## config.mk

```make
export PLATFORM = sky130hd
export DESIGN_NAME = fdtd_mem_ctrl
export DESIGN_NICKNAME = d
export VERILOG_FILES = /design/src/rtl/fdtd_pkg.sv /design/src/rtl/fdtd_mem_ctrl.sv /design/src/rtl/fdtd_rd_engine.sv /design/src/rtl/fdtd_sweep_seq.sv /design/src/rtl/fdtd_wr_engine.sv
export SDC_FILE = /design/constraint.sdc
export NUM_CORES = 1
export LEC_CHECK = 0
export BUFFER_PORTS_ARGS = -buffer_cell sky130_fd_sc_hd__buf_2
export CAP_MARGIN = 15
export CORE_MARGIN = 4
export CORE_UTILIZATION = 50
export DETAILED_ROUTE_END_ITERATION = 7
export PLACE_DENSITY = 0.74
export SYNTH_ARGS = -nofsm -noshare
export SYNTH_HDL_FRONTEND = slang
export SYNTH_SLANG_ARGS = --single-unit
```

## constraint.sdc

```tcl
create_clock -name ACLK -period 4.79 [get_ports ACLK]
set_input_delay 0.2395 -clock ACLK [delete_from_list [all_inputs] [get_ports ACLK]]
set_output_delay 0.2395 -clock ACLK [all_outputs]
set_load 0.02 [all_outputs]
```

## src/rtl/fdtd_pkg.sv

```systemverilog
package fdtd_pkg;

    ////////////////////////////////////////////////////////////////////////////
    // widths
    ////////////////////////////////////////////////////////////////////////////
    localparam int ADDR_W = 32;
    localparam int DATA_W = 32;
    localparam int SIZE_W = 16;

    // word index, byte address without the low two bits
    typedef logic [ADDR_W-3:0] fdtd_word_t;

    typedef struct packed {
        fdtd_word_t word;
        logic [1:0] byte_off;
    } fdtd_addr_fields_t;

    // one address word, seen raw or split into word index and byte offset
    typedef union packed {
        logic [ADDR_W-1:0] raw;
        fdtd_addr_fields_t fld;
    } fdtd_addr_u;

    ////////////////////////////////////////////////////////////////////////////
    // sweep sequencer states
    ////////////////////////////////////////////////////////////////////////////
    typedef enum logic [2:0] {
        IDLE,
        READ_HY,
        READ_EZ,
        CALC,
        WAIT_CALC,
        WRITE,
        NEXT
    } fdtd_state_e;

endpackage

```

## src/rtl/fdtd_mem_ctrl.sv

```systemverilog
`timescale 1ns/1ps

module fdtd_mem_ctrl
    import fdtd_pkg::*;
#(
    parameter int BLOCK_WORDS     = 16,
    parameter int MAX_OUTSTANDING = 4
)
(
    input  logic              ACLK,
    input  logic              ARESETn,

    // control
    input  logic              start_i,
    input  logic              field_sel_i,
    input  logic [SIZE_W-1:0] size_i,
    input  fdtd_addr_u        hy_addr_i,
    input  fdtd_addr_u        ez_addr_i,
    input  logic              ctrl_int_en_i,
    input  logic              cmd_clr_int_i,

    // memory read port
    output logic              rd_req_o,
    output logic [ADDR_W-1:0] rd_addr_o,
    input  logic              rd_gnt_i,
    input  logic              rd_valid_i,
    input  logic [DATA_W-1:0] rd_data_i,

    // memory write port
    output logic              wr_req_o,
    output logic [ADDR_W-1:0] wr_addr_o,
    output logic [DATA_W-1:0] wr_data_o,
    input  logic              wr_gnt_i,

    // update engine
    output logic [DATA_W-1:0] hy_old_o,
    output logic [DATA_W-1:0] ez_old_o,
    output logic              hy_old_valid_o,
    output logic              ez_old_valid_o,
    output logic              calc_start_o,
    input  logic              calc_done_i,
    input  logic [DATA_W-1:0] new_word_i,
    output logic              new_pop_o,

    output logic              busy_o,
    output logic              int_pending_o,
    output logic              int_o
);

    logic              rd_start;
    fdtd_word_t        rd_base;
    logic [SIZE_W-1:0] rd_count;
    logic              rd_is_ez;
    logic              rd_done;
    logic              wr_start;
    fdtd_word_t        wr_base;
    logic [SIZE_W-1:0] wr_count;
    logic              wr_done;

    fdtd_rd_engine #(
        .BLOCK_WORDS     ( BLOCK_WORDS     ),
        .MAX_OUTSTANDING ( MAX_OUTSTANDING )
    ) u_rd_engine (
        .ACLK           ( ACLK           ),
        .ARESETn        ( ARESETn        ),
        .rd_start_i     ( rd_start       ),
        .rd_base_i      ( rd_base        ),
        .rd_count_i     ( rd_count       ),
        .rd_is_ez_i     ( rd_is_ez       ),
        .rd_done_o      ( rd_done        ),
        .rd_req_o       ( rd_req_o       ),
        .rd_addr_o      ( rd_addr_o      ),
        .rd_gnt_i       ( rd_gnt_i       ),
        .rd_valid_i     ( rd_valid_i     ),
        .rd_data_i      ( rd_data_i      ),
        .hy_old_o       ( hy_old_o       ),
        .hy_old_valid_o ( hy_old_valid_o ),
        .ez_old_o       ( ez_old_o       ),
        .ez_old_valid_o ( ez_old_valid_o )
    );

    fdtd_sweep_seq #(
        .BLOCK_WORDS ( BLOCK_WORDS )
    ) u_sweep_seq (
        .ACLK          ( ACLK          ),
        .ARESETn       ( ARESETn       ),
        .start_i       ( start_i       ),
        .field_sel_i   ( field_sel_i   ),
        .size_i        ( size_i        ),
        .hy_addr_i     ( hy_addr_i     ),
        .ez_addr_i     ( ez_addr_i     ),
        .ctrl_int_en_i ( ctrl_int_en_i ),
        .cmd_clr_int_i ( cmd_clr_int_i ),
        .rd_start_o    ( rd_start      ),
        .rd_base_o     ( rd_base       ),
        .rd_count_o    ( rd_count      ),
        .rd_is_ez_o    ( rd_is_ez      ),
        .rd_done_i     ( rd_done       ),
        .calc_start_o  ( calc_start_o  ),
        .calc_done_i   ( calc_done_i   ),
        .wr_start_o    ( wr_start      ),
        .wr_base_o     ( wr_base       ),
        .wr_count_o    ( wr_count      ),
        .wr_done_i     ( wr_done       ),
        .busy_o        ( busy_o        ),
        .int_pending_o ( int_pending_o ),
        .int_o         ( int_o         )
    );

    fdtd_wr_engine #(
        .BLOCK_WORDS ( BLOCK_WORDS )
    ) u_wr_engine (
        .ACLK       ( ACLK       ),
        .ARESETn    ( ARESETn    ),
        .wr_start_i ( wr_start   ),
        .wr_base_i  ( wr_base    ),
        .wr_count_i ( wr_count   ),
        .wr_done_o  ( wr_done    ),
        .wr_req_o   ( wr_req_o   ),
        .wr_addr_o  ( wr_addr_o  ),
        .wr_data_o  ( wr_data_o  ),
        .wr_gnt_i   ( wr_gnt_i   ),
        .new_word_i ( new_word_i ),
        .new_pop_o  ( new_pop_o  )
    );

endmodule

```

## src/rtl/fdtd_rd_engine.sv

```systemverilog
`timescale 1ns/1ps

module fdtd_rd_engine
    import fdtd_pkg::*;
#(
    parameter int BLOCK_WORDS     = 16,
    parameter int MAX_OUTSTANDING = 4
)
(
    input  logic              ACLK,
    input  logic              ARESETn,

    input  logic              rd_start_i,
    input  fdtd_word_t        rd_base_i,
    input  logic [SIZE_W-1:0] rd_count_i,
    input  logic              rd_is_ez_i,
    output logic              rd_done_o,

    output logic              rd_req_o,
    output logic [ADDR_W-1:0] rd_addr_o,
    input  logic              rd_gnt_i,
    input  logic              rd_valid_i,
    input  logic [DATA_W-1:0] rd_data_i,

    output logic [DATA_W-1:0] hy_old_o,
    output logic              hy_old_valid_o,
    output logic [DATA_W-1:0] ez_old_o,
    output logic              ez_old_valid_o
);

    localparam int CNT_W = $clog2(BLOCK_WORDS + 1);
    localparam int OUT_W = $clog2(MAX_OUTSTANDING + 1);

    logic             active_q;
    logic             is_ez_q;
    fdtd_word_t       base_q;
    logic [CNT_W-1:0] count_q;
    logic [CNT_W-1:0] issued_q;
    logic [CNT_W-1:0] returned_q;
    logic [OUT_W-1:0] outst_q;
    logic             rd_grant;
    logic             rd_ret;
    fdtd_addr_u       req_addr;

    // outstanding only drops while a request waits, so the request holds
    assign rd_req_o = active_q && (issued_q != count_q)
                      && (outst_q < OUT_W'(MAX_OUTSTANDING));
    assign rd_grant = rd_req_o & rd_gnt_i;
    assign rd_ret   = active_q & rd_valid_i;

    always_comb
    begin
        req_addr.fld.word     = base_q + fdtd_word_t'(issued_q);
        req_addr.fld.byte_off = 2'b00;
    end

    assign rd_addr_o = req_addr.raw;

    always_ff @(posedge ACLK)
    begin
        if (rd_start_i)
        begin
            base_q  <= rd_base_i;
            count_q <= rd_count_i[CNT_W-1:0];
            is_ez_q <= rd_is_ez_i;
        end
    end

    always_ff @(posedge ACLK, negedge ARESETn)
    begin
        if (!ARESETn)
        begin
            active_q   <= 1'b0;
            issued_q   <= '0;
            returned_q <= '0;
            rd_done_o  <= 1'b0;
        end
        else
        begin
            rd_done_o <= 1'b0;
            if (rd_start_i)
            begin
                active_q   <= 1'b1;
                issued_q   <= '0;
                returned_q <= '0;
            end
            else
            begin
                if (rd_grant)
                    issued_q <= issued_q + 1'b1;
                if (rd_ret)
                begin
                    returned_q <= returned_q + 1'b1;
                    // last word of the block is back
                    if (returned_q == count_q - 1'b1)
                    begin
                        active_q  <= 1'b0;
                        rd_done_o <= 1'b1;
                    end
                end
            end
        end
    end

    // reads granted but not yet returned
    always_ff @(posedge ACLK, negedge ARESETn)
    begin
        if (!ARESETn)
            outst_q <= '0;
        else if (rd_grant && !rd_ret)
            outst_q <= outst_q + 1'b1;
        else if (!rd_grant && rd_ret)
            outst_q <= outst_q - 1'b1;
    end

    ////////////////////////////////////////////////////////////////////////////
    // steer returned words
    ////////////////////////////////////////////////////////////////////////////
    always_ff @(posedge ACLK, negedge ARESETn)
    begin
        if (!ARESETn)
        begin
            hy_old_valid_o <= 1'b0;
            ez_old_valid_o <= 1'b0;
        end
        else
        begin
            hy_old_valid_o <= rd_ret & ~is_ez_q;
            ez_old_valid_o <= rd_ret & is_ez_q;
        end
    end

    always_ff @(posedge ACLK)
    begin
        if (rd_ret && !is_ez_q)
            hy_old_o <= rd_data_i;
        if (rd_ret && is_ez_q)
            ez_old_o <= rd_data_i;
    end

endmodule

```

## src/rtl/fdtd_sweep_seq.sv

```systemverilog
`timescale 1ns/1ps

module fdtd_sweep_seq
    import fdtd_pkg::*;
#(
    parameter int BLOCK_WORDS = 16
)
(
    input  logic              ACLK,
    input  logic              ARESETn,

    input  logic              start_i,
    input  logic              field_sel_i,
    input  logic [SIZE_W-1:0] size_i,
    input  fdtd_addr_u        hy_addr_i,
    input  fdtd_addr_u        ez_addr_i,
    input  logic              ctrl_int_en_i,
    input  logic              cmd_clr_int_i,

    output logic              rd_start_o,
    output fdtd_word_t        rd_base_o,
    output logic [SIZE_W-1:0] rd_count_o,
    output logic              rd_is_ez_o,
    input  logic              rd_done_i,

    output logic              calc_start_o,
    input  logic              calc_done_i,

    output logic              wr_start_o,
    output fdtd_word_t        wr_base_o,
    output logic [SIZE_W-1:0] wr_count_o,
    input  logic              wr_done_i,

    output logic              busy_o,
    output logic              int_pending_o,
    output logic              int_o
);

    fdtd_state_e       state_q;
    fdtd_word_t        hy_base_q;
    fdtd_word_t        ez_base_q;
    logic              field_q;
    logic [SIZE_W-1:0] offset_q;
    logic [SIZE_W-1:0] remain_q;
    logic [SIZE_W-1:0] blk_words;
    fdtd_word_t        tgt_base;
    logic              busy_q;

    // short last block
    assign blk_words = (remain_q < SIZE_W'(BLOCK_WORDS)) ? remain_q : SIZE_W'(BLOCK_WORDS);

    assign rd_is_ez_o = (state_q == READ_EZ);
    assign rd_base_o  = (rd_is_ez_o ? ez_base_q : hy_base_q) + fdtd_word_t'(offset_q);
    assign rd_count_o = blk_words;

    // field_q set means the Ez array is overwritten
    assign tgt_base   = field_q ? ez_base_q : hy_base_q;
    assign wr_base_o  = tgt_base + fdtd_word_t'(offset_q);
    assign wr_count_o = blk_words;

    assign busy_o = (state_q != IDLE);

    always_ff @(posedge ACLK)
    begin
        if (state_q == IDLE && start_i)
        begin
            hy_base_q <= hy_addr_i.fld.word;
            ez_base_q <= ez_addr_i.fld.word;
            field_q   <= field_sel_i;
        end
    end

    ////////////////////////////////////////////////////////////////////////////
    // sweep FSM
    ////////////////////////////////////////////////////////////////////////////
    always_ff @(posedge ACLK, negedge ARESETn)
    begin
        if (!ARESETn)
        begin
            state_q      <= IDLE;
            offset_q     <= '0;
            remain_q     <= '0;
            rd_start_o   <= 1'b0;
            calc_start_o <= 1'b0;
            wr_start_o   <= 1'b0;
        end
        else
        begin
            rd_start_o   <= 1'b0;
            calc_start_o <= 1'b0;
            wr_start_o   <= 1'b0;
            case (state_q)
                IDLE:
                begin
                    if (start_i)
                    begin
                        offset_q <= '0;
                        remain_q <= size_i;
                        if (size_i == '0)
                        begin
                            state_q <= NEXT;
                        end
                        else
                        begin
                            state_q    <= READ_HY;
                            rd_start_o <= 1'b1;
                        end
                    end
                end
                READ_HY:
                begin
                    if (rd_done_i)
                    begin
                        state_q    <= READ_EZ;
                        rd_start_o <= 1'b1;
                    end
                end
                READ_EZ:
                begin
                    if (rd_done_i)
                    begin
                        state_q      <= CALC;
                        calc_start_o <= 1'b1;
                    end
                end
                CALC:
                begin
                    state_q <= WAIT_CALC;
                end
                WAIT_CALC:
                begin
                    if (calc_done_i)
                    begin
                        state_q    <= WRITE;
                        wr_start_o <= 1'b1;
                    end
                end
                WRITE:
                begin
                    if (wr_done_i)
                    begin
                        state_q  <= NEXT;
                        offset_q <= offset_q + blk_words;
                        remain_q <= remain_q - blk_words;
                    end
                end
                NEXT:
                begin
                    if (remain_q != '0)
                    begin
                        state_q    <= READ_HY;
                        rd_start_o <= 1'b1;
                    end
                    else
                    begin
                        state_q <= IDLE;
                    end
                end
                default:
                begin
                    state_q <= IDLE;
                end
            endcase
        end
    end

    ////////////////////////////////////////////////////////////////////////////
    // completion interrupt
    ////////////////////////////////////////////////////////////////////////////
    always_ff @(posedge ACLK, negedge ARESETn)
    begin
        if (!ARESETn)
        begin
            busy_q        <= 1'b0;
            int_pending_o <= 1'b0;
        end
        else
        begin
            busy_q <= busy_o;
            if (cmd_clr_int_i)
                int_pending_o <= 1'b0;
            else if (busy_q && !busy_o)
                int_pending_o <= 1'b1;
        end
    end

    assign int_o = int_pending_o & ctrl_int_en_i;

endmodule

```

## src/rtl/fdtd_wr_engine.sv

```systemverilog
`timescale 1ns/1ps

module fdtd_wr_engine
    import fdtd_pkg::*;
#(
    parameter int BLOCK_WORDS = 16
)
(
    input  logic              ACLK,
    input  logic              ARESETn,

    input  logic              wr_start_i,
    input  fdtd_word_t        wr_base_i,
    input  logic [SIZE_W-1:0] wr_count_i,
    output logic              wr_done_o,

    output logic              wr_req_o,
    output logic [ADDR_W-1:0] wr_addr_o,
    output logic [DATA_W-1:0] wr_data_o,
    input  logic              wr_gnt_i,

    input  logic [DATA_W-1:0] new_word_i,
    output logic              new_pop_o
);

    localparam int CNT_W = $clog2(BLOCK_WORDS + 1);

    fdtd_word_t       base_q;
    logic [CNT_W-1:0] count_q;
    logic [CNT_W-1:0] idx_q;
    logic             req_q;
    logic             load_q;
    logic             wr_grant;
    fdtd_addr_u       wr_addr;

    assign wr_req_o  = req_q;
    assign wr_grant  = req_q & wr_gnt_i;
    // update engine steps to the next word after this
    assign new_pop_o = wr_grant;

    always_comb
    begin
        wr_addr.fld.word     = base_q + fdtd_word_t'(idx_q);
        wr_addr.fld.byte_off = 2'b00;
    end

    assign wr_addr_o = wr_addr.raw;

    always_ff @(posedge ACLK)
    begin
        if (wr_start_i)
        begin
            base_q  <= wr_base_i;
            count_q <= wr_count_i[CNT_W-1:0];
        end
        // next word shows up the cycle after the pop
        if (wr_start_i || load_q)
            wr_data_o <= new_word_i;
    end

    always_ff @(posedge ACLK, negedge ARESETn)
    begin
        if (!ARESETn)
        begin
            req_q     <= 1'b0;
            load_q    <= 1'b0;
            idx_q     <= '0;
            wr_done_o <= 1'b0;
        end
        else
        begin
            wr_done_o <= 1'b0;
            if (wr_start_i)
            begin
                req_q  <= 1'b1;
                load_q <= 1'b0;
                idx_q  <= '0;
            end
            else if (wr_grant)
            begin
                req_q <= 1'b0;
                idx_q <= idx_q + 1'b1;
                if (idx_q == count_q - 1'b1)
                    wr_done_o <= 1'b1;
                else
                    load_q <= 1'b1;
            end
            else if (load_q)
            begin
                load_q <= 1'b0;
                req_q  <= 1'b1;
            end
        end
    end

endmodule

```

==> flow_summary.toml <==
[critical_path]
reg2regPathDepth = 16
r2r_end = "u_rd_engine.base_q[26]"
crit_end = "rd_addr_o[20]"
setup.worst_path.start_class = "register"
r2r-start = "u_sweep_seq.state_q[0]"
arrival_ns = 3.88
r2r_slack_ns = 1.00
cp.required_ns = 4.55
path_max_fanout = 7
worst-setup-path-type = "reg -> out"
critPathCaptureType = "output pin"
startpoint = "u_rd_engine.issued_q[0]"

[detailed_routing]
wl_um = 42170
drc = 0
first_pass_iters = 6
drtAntennaViolNets = 0
drtIter0Drc = 734
wire_per_inst_um = 19.05
vias_per_cell = 5.431
vias = 12020

[grt]
grt_overflow = 0
grt_pass1_vias = 11860
antenna_found_initial = 0
grt_use_total = 0.2418
grt_first_pass_wirelength_um = 64030
grt_max_degree = 56

[synth]
synthTopCellsByArea = "edfxtp_1, dfrtp_1, xnor2_1"
ys.flop_type = "edfxtp_1"
syn_area_mm2 = 0.01524
synth_top_area_frac = 0.4492
seq_area_frac_synth = 0.5559
yosys-top-cells-count = "edfxtp_1, nand2_1, nor2_1"
ys_ff_latch = 293
synth_top_area_cell = "edfxtp_1"
ys_types = 73
synth_area_per_cell_um2 = 11.53
syn_inst = 1322
async_flop_share = 0.2218
yosysMostFrequentCell = "edfxtp_1"
synth-edff-count = 228
yosysWarnings = 0

[final_layout]
fillers = 2242
area_growth_pct = 29.96
utilization = 0.6631
drive_above_1_share = 0.2315
num_antenna_cells = 0
layout.nets = 2023

[cts]
htreeDepth = 1
clkSinkCount = 293
post_cts_buffers = 0
clkLatencyLatePin_ns = 0.56
root_buffer = "clkbuf_16"
cts_buffer_depth = 3
cts_buffers = 31
cts_tree = "yes"
post_cts_resized = 0
cts.clk_slew.worst_paths_ns = 0.06

[sta]
fin_crit_sh = 0.8607
slew_headroom = 0.2560
setup_viol = 0
hold_violations = 0
fin_skew_ns = 0.01634
fmax_ghz = 0.2425
drv_slew = 0
rsz0062_at_grt = "no"
tightest_slew_ns = 1.088
layout_min_cycle_time_ns = 4.123
setup_tns_ns = 0

[pwr]
total_power_w = 0.009737
ir_worst_vdd_mv = 0.3236
p_leak_nw = 8.334
p_per_area_mw_per_mm2 = 491.5

[place]
gp_congestion = 0.9132
hpwlAfterDp_um = 30520
io_buffers = 314

[floorplanning]
chipWidth_um = 182.6
row_count = 63
core_area_mm2 = 0.02987
die_h_um = 182.6
start_util = 0.5102
ioPinCount = 323
die_area_mm2 = 0.03334

[outcome]
status = "completed"

[job]
cap_violations = 0

[hold_path]
hp-class = "in -> reg"
per-stage QoR:
stage	setup WS [ns]	hold slack, ns	instance area (µm²)	instances
after floorplan	1.058	-0.05609	15290	1335
after global placement	1.083	0.1220	17280	2016
after detailed placement	1.065	0.1211	17280	2016
after CTS	0.6680	0.0008950	19810	2213
after global routing	0.4549	0.02843	19810	2213
final	0.6671	0.02662	19810	2213
cell usage in the layout (no fill, tap or decap), types with 5 or more instances in the layout:
cell	synthesis	final
nand2b_1	14	14
o21a_1	11	11
mux2_2	17	17
fa_1	6	6
o21ai_0	47	47
nand4_1	20	20
buf_2	6	314
xnor2_1	94	94
nor2b_1	11	11
buf_4	5	13
inv_1	48	48
dfrtp_1	65	64
o211ai_1	9	9
nor2_1	106	105
clkinv_2	0	5
clkbuf_16	0	31
nand3_1	47	47
edfxtp_1	228	228
mux2i_1	32	32
a32oi_1	6	6
ha_1	64	64
and2_1	6	6
a21o_1	21	21
o21bai_1	9	9
a211oi_1	5	5
nor4_1	11	11
nand2_1	152	152
conb_1	2	15
bufinv_16	0	8
a21oi_1	69	69
nor3_1	28	28
and3_1	21	21
xor2_1	60	60
dlygate4sd3_1	0	140
a31oi_1	5	5
o22ai_1	7	7
worst min-delay path by stage:
| stage | from | to | slack, ns | depth (start not counted) |
|---|---|---|---|---|
| after floorplan | ARESETn | u_rd_engine.active_q | -0.06 | 0 |
| after global placement | ARESETn | u_sweep_seq.remain_q[11] | 0.12 | 1 |
| after detailed placement | ARESETn | u_sweep_seq.remain_q[11] | 0.12 | 1 |
| after CTS | size_i[11] | u_sweep_seq.remain_q[11] | 0.0009 | 3 |
| after global routing | size_i[11] | u_sweep_seq.remain_q[11] | 0.03 | 3 |
| final | size_i[11] | u_sweep_seq.remain_q[11] | 0.03 | 3 |
metal layers:
layer  routed length, µm  vias up  part of all wire  GRT usage
li1                    -     5734                 -          -
met1               16420     5689              0.39     0.3002
met2               20790      503              0.49     0.4236
met3                3194       92             0.076    0.04026
met4                1764        0             0.042    0.09246
met5                   0        -                 0          0
cells by family after synthesis:
| family | after synthesis | share of synthesized area |
|---|---|---|
| buf+inv | 87 | 0.02405 |
| mux | 49 | 0.03357 |
| fa+ha+maj | 70 | 0.06042 |
| compound gates | 226 | 0.09941 |
| simple gates | 441 | 0.1377 |
| other cells | 2 | 0.0004927 |
| xor+xnor | 154 | 0.08849 |
| flops | 293 | 0.5559 |
sequential cells by signal (all words and copies together), names as in the netlist, 16 cells and up:
register,flops
u_rd_engine.ez_old_o,32
u_wr_engine.base_q,30
u_rd_engine.base_q,30
u_sweep_seq.remain_q,16
u_wr_engine.wr_data_o,32
u_sweep_seq.offset_q,16
u_sweep_seq.hy_base_q,30
u_rd_engine.hy_old_o,32
u_sweep_seq.ez_base_q,30
where the power goes:
part	internal, W	switching [W]	leakage [nW]
Sequential	0.00345	0.000516	2.96
Combinational	0.00118	0.00196	4.83
Clock	0.00162	0.00100	0.549
area by class of cell:
cell class | count | area, µm² | share of cell area
Sequential cell | 293 | 8474 | 0.4278
Tap cell | 390 | 488.0 | 0.02463
Multi-Input combinational cell | 955 | 6459 | 0.3260
Clock inverter | 22 | 332.8 | 0.01680
Inverter | 51 | 193.9 | 0.009790
Clock buffer | 35 | 790.8 | 0.03992
Timing Repair Buffer | 467 | 3070 | 0.1550
repair_timing:
action | 4_1_cts | 5_1_grt
hold buffers | 140 | 0
endpoints found under the setup margin | 0 | 0
hold endpoints to repair | 181 | 0
worst max-delay path, cell delays in order, from the launching register on:
cell and delay (ns):
dfrtp_1 0.50, ha_1 0.23, inv_1 0.06, fa_1 0.40
inv_1 0.07, a21oi_1 0.06, o21bai_1 0.21, a21oi_1 0.20
nor3_1 0.40, nand4_1 0.38, nand2b_1 0.28, xnor2_1 0.28
buf_2 0.23
No activity file was read; power rests on OpenSTA's default activity.
